<file path="config.mk">
export PLATFORM = sky130hd
export DESIGN_NAME = accum_core
export DESIGN_NICKNAME = d
export VERILOG_FILES = /design/src/hdl/accum_pkg.sv /design/src/hdl/accum_core.sv /design/src/hdl/alu.sv /design/src/hdl/prog_mem.sv /design/src/hdl/reg_bank.sv /design/src/hdl/seq_control.sv
export VERILOG_INCLUDE_DIRS = /design/src /design/src/hdl
export SDC_FILE = /design/constraint.sdc
export NUM_CORES = 2
export LEC_CHECK = 0
export BUFFER_PORTS_ARGS = -buffer_cell sky130_fd_sc_hd__clkbuf_2
export CAP_MARGIN = 40
export CORE_ASPECT_RATIO = 2
export CORE_MARGIN = 2
export CORE_UTILIZATION = 39
export CTS_BUF_LIST = sky130_fd_sc_hd__clkbuf_4 sky130_fd_sc_hd__clkbuf_8
export CTS_CLUSTER_SIZE = 16
export DETAILED_ROUTE_END_ITERATION = 10
export GPL_ROUTABILITY_DRIVEN = 0
export PLACE_DENSITY = 0.57
export SLEW_MARGIN = 20
export SYNTH_ARGS = -nofsm -noshare
export SYNTH_HDL_FRONTEND = slang
export SYNTH_HIERARCHICAL = 1
export SYNTH_MEMORY_MAX_BITS = 65536
export SYNTH_SLANG_ARGS = --single-unit
</file>
<file path="constraint.sdc">
create_clock -name clock -period 6.7 [get_ports clock]
set_input_delay 0 -clock clock [delete_from_list [all_inputs] [get_ports clock]]
set_output_delay 0 -clock clock [all_outputs]
set_load 0.01 [all_outputs]
</file>
<file path="src/hdl/accum_config.svh">
`ifndef ACCUM_CONFIG_SVH
`define ACCUM_CONFIG_SVH

`define ACC_W     8
`define IMM_W     8
`define PC_W      8
`define MEM_DEPTH 256
`define REG_N     8
`define REG_SEL_W 3

// alu state codes, 2'd3 is never entered
`define ALU_ST_RESET 2'd0
`define ALU_ST_READY 2'd1
`define ALU_ST_ERROR 2'd2

`endif

</file>
<file path="src/hdl/accum_pkg.sv">
`include "accum_config.svh"

package accum_pkg;

   typedef enum logic [3:0] {
      NOP, LDI, ADD, SUB, NOT, AND, IOR, XOR,
      SHL, SHR, EQL, NEQ, LTS, LTE, GTS, GTE
   } alu_op_t;

   typedef struct packed {
      alu_op_t            code;
      logic [`IMM_W-1:0]  imm;
   } alu_inst_t;

   typedef enum logic [3:0] {
      DEV_ALU = 4'd0,
      DEV_REG = 4'd1,
      DEV_SEQ = 4'd2
   } dev_t;

   typedef enum logic [1:0] {STA, LDA, INC, DEC} reg_op_t;

   typedef enum logic [1:0] {HLT, JMP, JZ, JNZ} seq_op_t;

   typedef struct packed {
      dev_t        dev;
      logic [11:0] body;  // alu_inst_t, reg_body_t or seq_body_t
   } prog_word_t;

   typedef struct packed {
      reg_op_t               op;
      logic [6:0]            pad;
      logic [`REG_SEL_W-1:0] sel;
   } reg_body_t;

   typedef struct packed {
      seq_op_t          op;
      logic [1:0]       pad;
      logic [`PC_W-1:0] target;
   } seq_body_t;

   typedef enum logic [1:0] {SEQ_IDLE, SEQ_RUN, SEQ_HALT, SEQ_FAULT} seq_state_t;

   typedef struct packed {
      logic [`ACC_W-1:0] acc;
      logic              halted;
      logic              error;
   } core_status_t;

endpackage

</file>
<file path="src/hdl/accum_core.sv">
`timescale 1ns/1ps
`include "accum_config.svh"

module accum_core (
   input  logic                    clock,
   input  logic                    reset,
   input  logic                    load_en,
   input  logic [`PC_W-1:0]        load_addr,
   input  accum_pkg::prog_word_t   load_word,
   input  logic                    run,
   output accum_pkg::core_status_t status
);
   import accum_pkg::*;

   prog_word_t            word;
   logic [`PC_W-1:0]      pc;
   logic [`ACC_W-1:0]     acc;
   logic [`ACC_W-1:0]     rd_data;
   logic                  alu_ready;
   logic                  alu_error;
   logic                  alu_en;
   alu_inst_t             alu_inst;
   logic                  reg_en;
   reg_op_t               reg_op;
   logic [`REG_SEL_W-1:0] reg_sel;
   logic                  halted;
   logic                  error;

   prog_mem prog_mem_i (
      .clock     (clock),
      .load_en   (load_en),
      .load_addr (load_addr),
      .load_word (load_word),
      .pc        (pc),
      .word      (word)
   );

   seq_control seq_control_i (
      .clock     (clock),
      .reset     (reset),
      .run       (run),
      .word      (word),
      .pc        (pc),
      .acc       (acc),
      .rd_data   (rd_data),
      .alu_ready (alu_ready),
      .alu_error (alu_error),
      .alu_en    (alu_en),
      .alu_inst  (alu_inst),
      .reg_en    (reg_en),
      .reg_op    (reg_op),
      .reg_sel   (reg_sel),
      .halted    (halted),
      .error     (error)
   );

   alu alu_i (
      .clock    (clock),
      .reset    (reset),
      .alu_en   (alu_en),
      .alu_inst (alu_inst),
      .acc      (acc),
      .ready    (alu_ready),
      .error    (alu_error)
   );

   reg_bank reg_bank_i (
      .clock   (clock),
      .reset   (reset),
      .reg_en  (reg_en),
      .reg_op  (reg_op),
      .reg_sel (reg_sel),
      .acc     (acc),
      .rd_data (rd_data)
   );

   assign status = '{acc: acc, halted: halted, error: error};

endmodule

</file>
<file path="src/hdl/alu.sv">
`timescale 1ns/1ps
`include "accum_config.svh"

module alu (
   input  logic                 clock,
   input  logic                 reset,
   input  logic                 alu_en,
   input  accum_pkg::alu_inst_t alu_inst,
   output logic [`ACC_W-1:0]    acc,
   output logic                 ready,
   output logic                 error
);
   import accum_pkg::*;

   logic [1:0]        state;
   logic [`ACC_W-1:0] next_acc;

   always_comb begin
      case (alu_inst.code)
         NOP: next_acc = acc;
         LDI: next_acc = alu_inst.imm;
         ADD: next_acc = acc + alu_inst.imm;  // wraps mod 256
         SUB: next_acc = acc - alu_inst.imm;
         NOT: next_acc = ~acc;
         AND: next_acc = acc & alu_inst.imm;
         IOR: next_acc = acc | alu_inst.imm;
         XOR: next_acc = acc ^ alu_inst.imm;
         SHL: next_acc = acc << 1;  // zero fill
         SHR: next_acc = acc >> 1;
         EQL: next_acc = {{(`ACC_W-1){1'b0}}, (acc == alu_inst.imm)};
         NEQ: next_acc = {{(`ACC_W-1){1'b0}}, (acc != alu_inst.imm)};
         LTS: next_acc = {{(`ACC_W-1){1'b0}}, (acc < alu_inst.imm)};
         LTE: next_acc = {{(`ACC_W-1){1'b0}}, (acc <= alu_inst.imm)};
         GTS: next_acc = {{(`ACC_W-1){1'b0}}, (acc > alu_inst.imm)};
         GTE: next_acc = {{(`ACC_W-1){1'b0}}, (acc >= alu_inst.imm)};
      endcase
   end

   always_ff @(posedge clock) begin
      if (reset) begin
         state <= `ALU_ST_RESET;
         acc   <= '0;
      end else begin
         case (state)
            `ALU_ST_RESET: begin
               state <= `ALU_ST_READY;  // one cycle in reset
               acc   <= '0;
            end
            `ALU_ST_READY: begin
               if (alu_en) begin
                  acc <= next_acc;
               end
            end
            default: begin
               // error and the unused code both land here and hold
               state <= `ALU_ST_ERROR;
               acc   <= '0;
            end
         endcase
      end
   end

   assign ready = (state == `ALU_ST_READY);
   assign error = (state == `ALU_ST_ERROR);

   a_state_legal: assert property (
      @(posedge clock) disable iff (reset)
      state inside {`ALU_ST_RESET, `ALU_ST_READY, `ALU_ST_ERROR}
   );

   // sequencer must never strobe before reset completes or after an error
   a_en_only_ready: assert property (
      @(posedge clock) disable iff (reset)
      alu_en |-> ready
   );

endmodule

</file>
<file path="src/hdl/prog_mem.sv">
`timescale 1ns/1ps
`include "accum_config.svh"

module prog_mem (
   input  logic                  clock,
   input  logic                  load_en,
   input  logic [`PC_W-1:0]      load_addr,
   input  accum_pkg::prog_word_t load_word,
   input  logic [`PC_W-1:0]      pc,
   output accum_pkg::prog_word_t word
);
   import accum_pkg::*;

   prog_word_t mem [`MEM_DEPTH];  // no reset, program is loaded from outside

   always_ff @(posedge clock) begin
      if (load_en) begin
         mem[load_addr] <= load_word;
      end
   end

   assign word = mem[pc];  // async read at the program counter

endmodule

</file>
<file path="src/hdl/reg_bank.sv">
`timescale 1ns/1ps
`include "accum_config.svh"

module reg_bank (
   input  logic                  clock,
   input  logic                  reset,
   input  logic                  reg_en,
   input  accum_pkg::reg_op_t    reg_op,
   input  logic [`REG_SEL_W-1:0] reg_sel,
   input  logic [`ACC_W-1:0]     acc,
   output logic [`ACC_W-1:0]     rd_data
);
   import accum_pkg::*;

   logic [`ACC_W-1:0] regs [`REG_N];

   always_ff @(posedge clock) begin
      if (reset) begin
         for (int i = 0; i < `REG_N; i++) begin
            regs[i] <= '0;
         end
      end else if (reg_en) begin
         case (reg_op)
            STA: regs[reg_sel] <= acc;
            INC: regs[reg_sel] <= regs[reg_sel] + 1'b1;  // wraps
            DEC: regs[reg_sel] <= regs[reg_sel] - 1'b1;
            default: begin
               // lda only reads, through rd_data
            end
         endcase
      end
   end

   assign rd_data = regs[reg_sel];  // always the selected register

endmodule

</file>
<file path="src/hdl/seq_control.sv">
`timescale 1ns/1ps
`include "accum_config.svh"

module seq_control (
   input  logic                  clock,
   input  logic                  reset,
   input  logic                  run,
   input  accum_pkg::prog_word_t word,
   output logic [`PC_W-1:0]      pc,
   input  logic [`ACC_W-1:0]     acc,
   input  logic [`ACC_W-1:0]     rd_data,
   input  logic                  alu_ready,
   input  logic                  alu_error,
   output logic                  alu_en,
   output accum_pkg::alu_inst_t  alu_inst,
   output logic                  reg_en,
   output accum_pkg::reg_op_t    reg_op,
   output logic [`REG_SEL_W-1:0] reg_sel,
   output logic                  halted,
   output logic                  error
);
   import accum_pkg::*;

   seq_state_t state;
   reg_body_t  reg_body;
   seq_body_t  seq_body;
   logic       active;
   logic       acc_zero;

   assign reg_body = reg_body_t'(word.body);
   assign seq_body = seq_body_t'(word.body);
   assign active   = (state == SEQ_RUN) && alu_ready;
   assign acc_zero = (acc == '0);

   // dispatch is combinational so results land on the next edge
   always_comb begin
      alu_en   = 1'b0;
      alu_inst = alu_inst_t'(word.body);
      reg_en   = 1'b0;
      reg_op   = reg_body.op;
      reg_sel  = reg_body.sel;
      if (active) begin
         case (word.dev)
            DEV_ALU: alu_en = 1'b1;
            DEV_REG: begin
               if (reg_body.op == LDA) begin
                  alu_en   = 1'b1;
                  alu_inst = '{code: LDI, imm: rd_data};  // lda is an ldi of the register
               end else begin
                  reg_en = 1'b1;
               end
            end
            default: begin
            end
         endcase
      end
   end

   always_ff @(posedge clock) begin
      if (reset) begin
         state <= SEQ_IDLE;
         pc    <= '0;
      end else begin
         case (state)
            SEQ_IDLE, SEQ_HALT: begin
               if (run && alu_ready) begin
                  state <= SEQ_RUN;
                  pc    <= '0;
               end
            end
            SEQ_RUN: begin
               if (alu_error) begin
                  state <= SEQ_FAULT;
               end else begin
                  case (word.dev)
                     DEV_ALU, DEV_REG: pc <= pc + 1'b1;
                     DEV_SEQ: begin
                        case (seq_body.op)
                           HLT: state <= SEQ_HALT;  // pc stays on the halt
                           JMP: pc <= seq_body.target;
                           JZ:  pc <= acc_zero ? seq_body.target : pc + 1'b1;
                           JNZ: pc <= acc_zero ? pc + 1'b1 : seq_body.target;
                        endcase
                     end
                     default: state <= SEQ_FAULT;  // illegal device
                  endcase
               end
            end
            default: state <= SEQ_FAULT;  // sticky until reset
         endcase
      end
   end

   assign halted = (state == SEQ_HALT) || (state == SEQ_FAULT);
   assign error  = (state == SEQ_FAULT);

   a_one_strobe: assert property (
      @(posedge clock) disable iff (reset)
      !(alu_en && reg_en)
   );

endmodule

</file>
---- Yosys cells after proc, flatten, opt, wreduce, memory -nomap -nowiden ----
Memories as Yosys holds them, arrays and structs flattened. A register that Yosys moved wholly into a read port is not among the register bits.
Cells that the tools add are included.
cells by class
  magnitude comparators ................... 4
  reduce and logical (&&, ||, !) cells .... 17
  equality and inequality tests ........... 33
  bitwise gates (word level) .............. 8
  mux-type cells .......................... 46
  add/subtract/negate cells ............... 5
operators with widths
  cell                                                              number
  8-bit one-hot mux with 15 select lines                            1
  8-bit 2-to-1 mux                                                  9
  12-bit 2-to-1 mux                                                 3
  4-bit == test (second input constant)                             8
  8-bit one-hot mux with 2 select lines                             2
  8-bit one-hot mux with 3 select lines                             1
  1-bit 2-to-1 mux                                                  22
  8-bit by 1-bit adder with 8-bit output (second input constant)    2
  4-bit by 3-bit == test with 1-bit output (second input constant)  4
  4-bit by 2-bit == test with 1-bit output (second input constant)  3
  2-bit one-hot mux with 2 select lines                             3
  2-bit == test (second input constant)                             5
  8-bit adder                                                       1
  8-bit bitwise AND                                                 1
  4-bit by 1-bit == test with 1-bit output (second input constant)  2
  8-bit == test                                                     1
  8-bit >= comparator                                               1
  8-bit > comparator                                                1
  8-bit less-or-equal comparator                                    1
  4-bit logical NOT                                                 2
  8-bit logical NOT                                                 1
  8-bit less-than comparator                                        1
  8-bit != test                                                     1
  8-bit inverter                                                    1
  24 further kinds                                                  36
storage, ports and cells
  memories ................................ 2
  RAM bits ................................ 4160
  register bits ........................... 20
  logic and storage cells ................. 119
memories
  memory           depth  bits a word  read ports  clocked after memory_dff  wr ports  RTL line        source
  prog_mem_i.mem   256    16           1           1                         1         prog_mem.sv:14  prog_word_t mem [`MEM_DEPTH];
  reg_bank_i.regs  8      8            1           0                         8         reg_bank.sv:15  logic [`ACC_W-1:0] regs [`REG_N];

---- Longest topological paths before layout ----
  depth after elaboration ................. 11
  gate-level depth with buffers ........... 29
  gate-level depth less buffers ........... 19

---- By module ----
Netlist, hierarchy kept.
by module, submodules not included
  module       sequential area each (µm²)  area each (µm²)  cells each  times used
  prog_mem     122998.0                    158394.4         7344        1
  reg_bank     1921.8                      3320.7           272         1
  alu          200.2                       1799.2           248         1
  seq_control  200.2                       947.2            112         1
  accum_core   0.0                         15.0             2           1

---- Least setup slack after synthesis ----
No wires, ideal clock.
  path type ............................... register to register
  from .................................... reg seq_control_i/pc[0] (netlist name)
  to ...................................... reg alu_i.acc[0]
  arrival ................................. 5.771 ns
  stages on the path, launching flop included .. 26
  path slack .............................. 0.809 ns
  library setup time ...................... 0.120 ns
  cell sequence ........................... dfxtp_1 > buf_6 > buf_6 > buf_2 > mux4_2 > mux4_2 > a22o_1 > o32ai_1 > nor4_1 > buf_4 > buf_6 > buf_8 > and2_1 > a221o_1 > a221oi_2 > inv_1 > mux2_4 > inv_1 > ha_1 > buf_2 > or4_1 > nand2b_4 > xnor2_1 > a31oi_1 > o311ai_1 > o31a_1
RTL lines
  element               RTL line   source
  end signal, assigned  alu.sv:51  acc <= next_acc;
  end, declared         alu.sv:9   output logic [`ACC_W-1:0] acc,

==> results.md <==
* Final hold vios at 0
* Hold WC Path Type: in2reg
* Period utilization at slightly below 100%
* RSZ-0062 raised after global routing: false
* Tot Pwr at a little under 50,000 uW
* Input/output buffers at 37
* Cts bufs inserted at 560
* Layout overhead on the synthesized area at 14.6%
* Post-Place Cells at about 14,000
* Worst hold path cell count at 2
* Number of rows created at floorplan at approximately 340
* Standard cell core area at 420,000 um^2
* Max-slew headroom at the worst pin at between 20% and 30%
* Required time at the endpoint of the critical path at ~7700 ps
* Count of pins over their slew limit at 0
* Die ar. at roughly 430,000 um^2
* Final clock skew at 76.9 ps
* Average via count per standard cell at between 5 and 6
* Setup slack at placement at -228 ps
* Final worst path period need at approximately 6600 ps
* Number of global-route vias before repair at between 80,000 and 90,000
* Main flop type after synthesis: edfxtp_1
* Summed instance area of the synthesized netlist at between 150,000 and 200,000 um^2
* Antenna violation net count after detailed routing at 0
* H-tree depth at 6
* DR WL/cell at approximately 33 um
* Clock tree buffer depth at 4
* Data arrival, critical path at 7540 ps
* Tot GR Track Use at 22.4%
* Post-synthesis sequential element count at roughly 4,200
* Chip width at between 400 and 500 um
* Post-synthesis sequential area ratio at 76.2%
* Count of cell types in the netlist at 96
* IR Drop Worst-Case VDD at approximately 0.00019 V
* Synthesis warning total at 6
* Number of nets at the end of the flow at roughly 9,000
* Minimum setup slack in the final design at 125 ps
* Cell Count, Final, Fillers Out at between 10,000 and 15,000
* Worst hold-check slack at 4.05 ps
* Clock latency on the worst-skew pair at 1090 ps
* Max-cap violations at 0
* Via count at about 86,000
* Overflow after GRT at 0
* Power density relative to cell area at 261 nW/um^2
* Sinks on the clock net at 4,180
* Wire length of the first global-routing pass at a little under 700,000 um
* Number of cell instances on the worst register-to-register path at 26
* Run status: finished clean
* Fraction of layout instances using a drive strength above 1 at around 30%
* Crit path launch type: flip-flop
* Count of TritonRoute iterations in the first routing pass at 6
* Transition time at the pin with the least slew margin at roughly 1200 ps
* Critical Path Sink Type: flip-flop
* Post-route DRC at 0
* Fillcell total at ~36,000
* Leakage at 0.0570 uW
* Antenna violations before repair at 21
* Final setup violation count at 0
* Cell at the root of the clock tree: clkbuf_8
* Top library cells by usage in the layout, fill and taps aside: edfxtp_1 (4,160), mux4_2 (803), buf_4 (653)
* Synthesized netlist net count at about 8,000
* I/O pin total at 38
* Worst Setup Path Type: reg2reg
* Post-CTS clock slew at the launch and capture registers of the worst setup and hold paths at 70 ps
* Number of synthesized flops with an enable pin at 4,160
* Final Util at between 40 and 50%
* Post-detail-place hpwl at roughly 320,000 um
* Cell count after synthesis at around 8,000
* TritonCTS clock tree: done
* Mean cell area of the mapped netlist at 20.6 um^2
* Total wire length at 488,000 um
* Achievable Freq at between 150 and 200 MHz
* Most common cell after layout, fill and taps aside: edfxtp_1
* Maximum number of pins on one net before global-route repair at around 150
* DRC violation total after the first TritonRoute iteration at between 8,000 and 9,000
* Height of the die at around 920 um
* Peak fanout along the critical path at 18
* Async set-reset flop share out of synthesis at 0%
* Starting density of the core at between 30% and 40%
[final cells by class]
cell class | instances | area, um^2 | area share (%)
Multi-Input combinational cell | 3267 | 36800 | 19.5
Clock buffer | 701 | 8890 | 4.72
Timing Repair Buffer | 892 | 8330 | 4.42
Clock inverter | 294 | 1940 | 1.03
Antenna cell | 15 | 37.5 | 0.0199
Tap cell | 5593 | 7000 | 3.71
Inverter | 38 | 155 | 0.0823
Sequential cell | 4180 | 125000 | 66.5
[cells in the mapped netlist (all sizes together), types with 6 or more instances]
cell type / instances / area share, %
o221ai: 255 / 1.4
dfxtp: 20 / 0.24
nand2: 82 / 0.19
inv: 38 / 0.087
xnor2: 9 / 0.048
clkbuf: 244 / 0.56
nor2b: 18 / 0.068
ha: 29 / 0.22
and3: 17 / 0.065
a31oi: 10 / 0.038
o31ai: 23 / 0.10
or2: 9 / 0.034
a22o: 37 / 0.20
and2: 12 / 0.046
nand4: 32 / 0.12
edfxtp: 4160 / 76
nor4: 20 / 0.080
o21ai: 65 / 0.20
a211oi: 22 / 0.11
a21oi: 208 / 0.64
buf: 249 / 1.2
o21bai: 6 / 0.027
nor2: 368 / 0.84
o32ai: 22 / 0.12
nand3: 54 / 0.16
o21a: 7 / 0.032
a2111oi: 6 / 0.032
nor3: 131 / 0.40
mux2i: 583 / 3.6
nand4b: 6 / 0.032
a221oi: 37 / 0.22
o22ai: 158 / 0.60
mux4: 803 / 11
a22oi: 46 / 0.21
mux2: 99 / 0.70
nand2b: 16 / 0.065
[registers in the layout, summed over array words and instances (netlist names)]
register             count
reg_bank_i/regs         64
prog_mem_i/mem        4096
alu_i/state              2
alu_i/acc                8
seq_control_i/state      2
seq_control_i/pc         8
[power by group]
part	total (uW)	switching [uW]	internal, uW	leakage, uW
Sequential	28800	22.1	28800	0.0376
Clock	19300	9690	9570	0.00569
Combinational	1160	846	311	0.0137
Total	49200	10600	38700	0.0570
[metal layers]
metal	routed length (um)	global-route usage [%]	vias up	part of all wire (%)
met1	165000	24.1	46000	34
met3	24900	2.75	1036	5.1
li1	-	-	35500	-
met2	264000	41.6	3419	54
met4	34100	13.7	6	7.0
met5	41	0	-	0.0084
[cells by family after synthesis]
group                      after synthesis  synth area share (%)
muxes                                 1485                  15.2
xor gates and xnor gates                10                0.0533
AOI/OAI and AO/OA                      943                  4.11
buffers and inverters                  531                  1.86
and+or+nand+nor                        798                  2.29
adders and majority gates               31                 0.245
DFF                                   4180                  76.2
[worst max-delay path, stage by stage, from the launching register on]
cell	delay (ps)
dfxtp_4	480
buf_12	230
buf_4	280
buf_12	220
buf_4	250
mux2i_1	210
o221ai_1	160
o22ai_1	460
a22oi_2	180
buf_4	220
nand3_1	200
nor4_2	100
buf_12	150
buf_4	150
nor2b_1	150
a221o_1	320
a221oi_2	370
inv_1	110
mux2_4	290
inv_1	80
ha_1	240
or4_1	580
buf_4	160
o221ai_1	240
xnor2_1	160
nand3_1	120
a41oi_1	250
[through the flow]
step,cell area [um^2],setup TNS [ps]
3_5_place_dp,177000,-420
2_1_floorplan,164000,0
6_report,189000,0
4_1_cts,188000,0
5_1_grt,188000,0
3_3_place_gp,176000,-597
[worst paths after layout]
kind / start / end / slack, ps
worst max-delay path: seq_control_i/pc[0] / alu_i/acc[7] / 130
worst min-delay path: load_word[3] / prog_mem_i/mem[90][3] / 4
worst max register to register: seq_control_i/pc[0] / alu_i/acc[7] / 130
worst min register to register: alu_i/state[1] / alu_i/state[1] / 530
[what timing repair did]
action                                  4_1_cts  5_1_grt
pin swaps                                     0        1
endpoints found under the setup margin        4        6
cloned                                        1        2
resized for setup                            10       19
hold buffers                                 53        0
setup buffers                                 2        0
endpoints found under the hold margin      4952        0
Power figures use the tool's default switching activity.
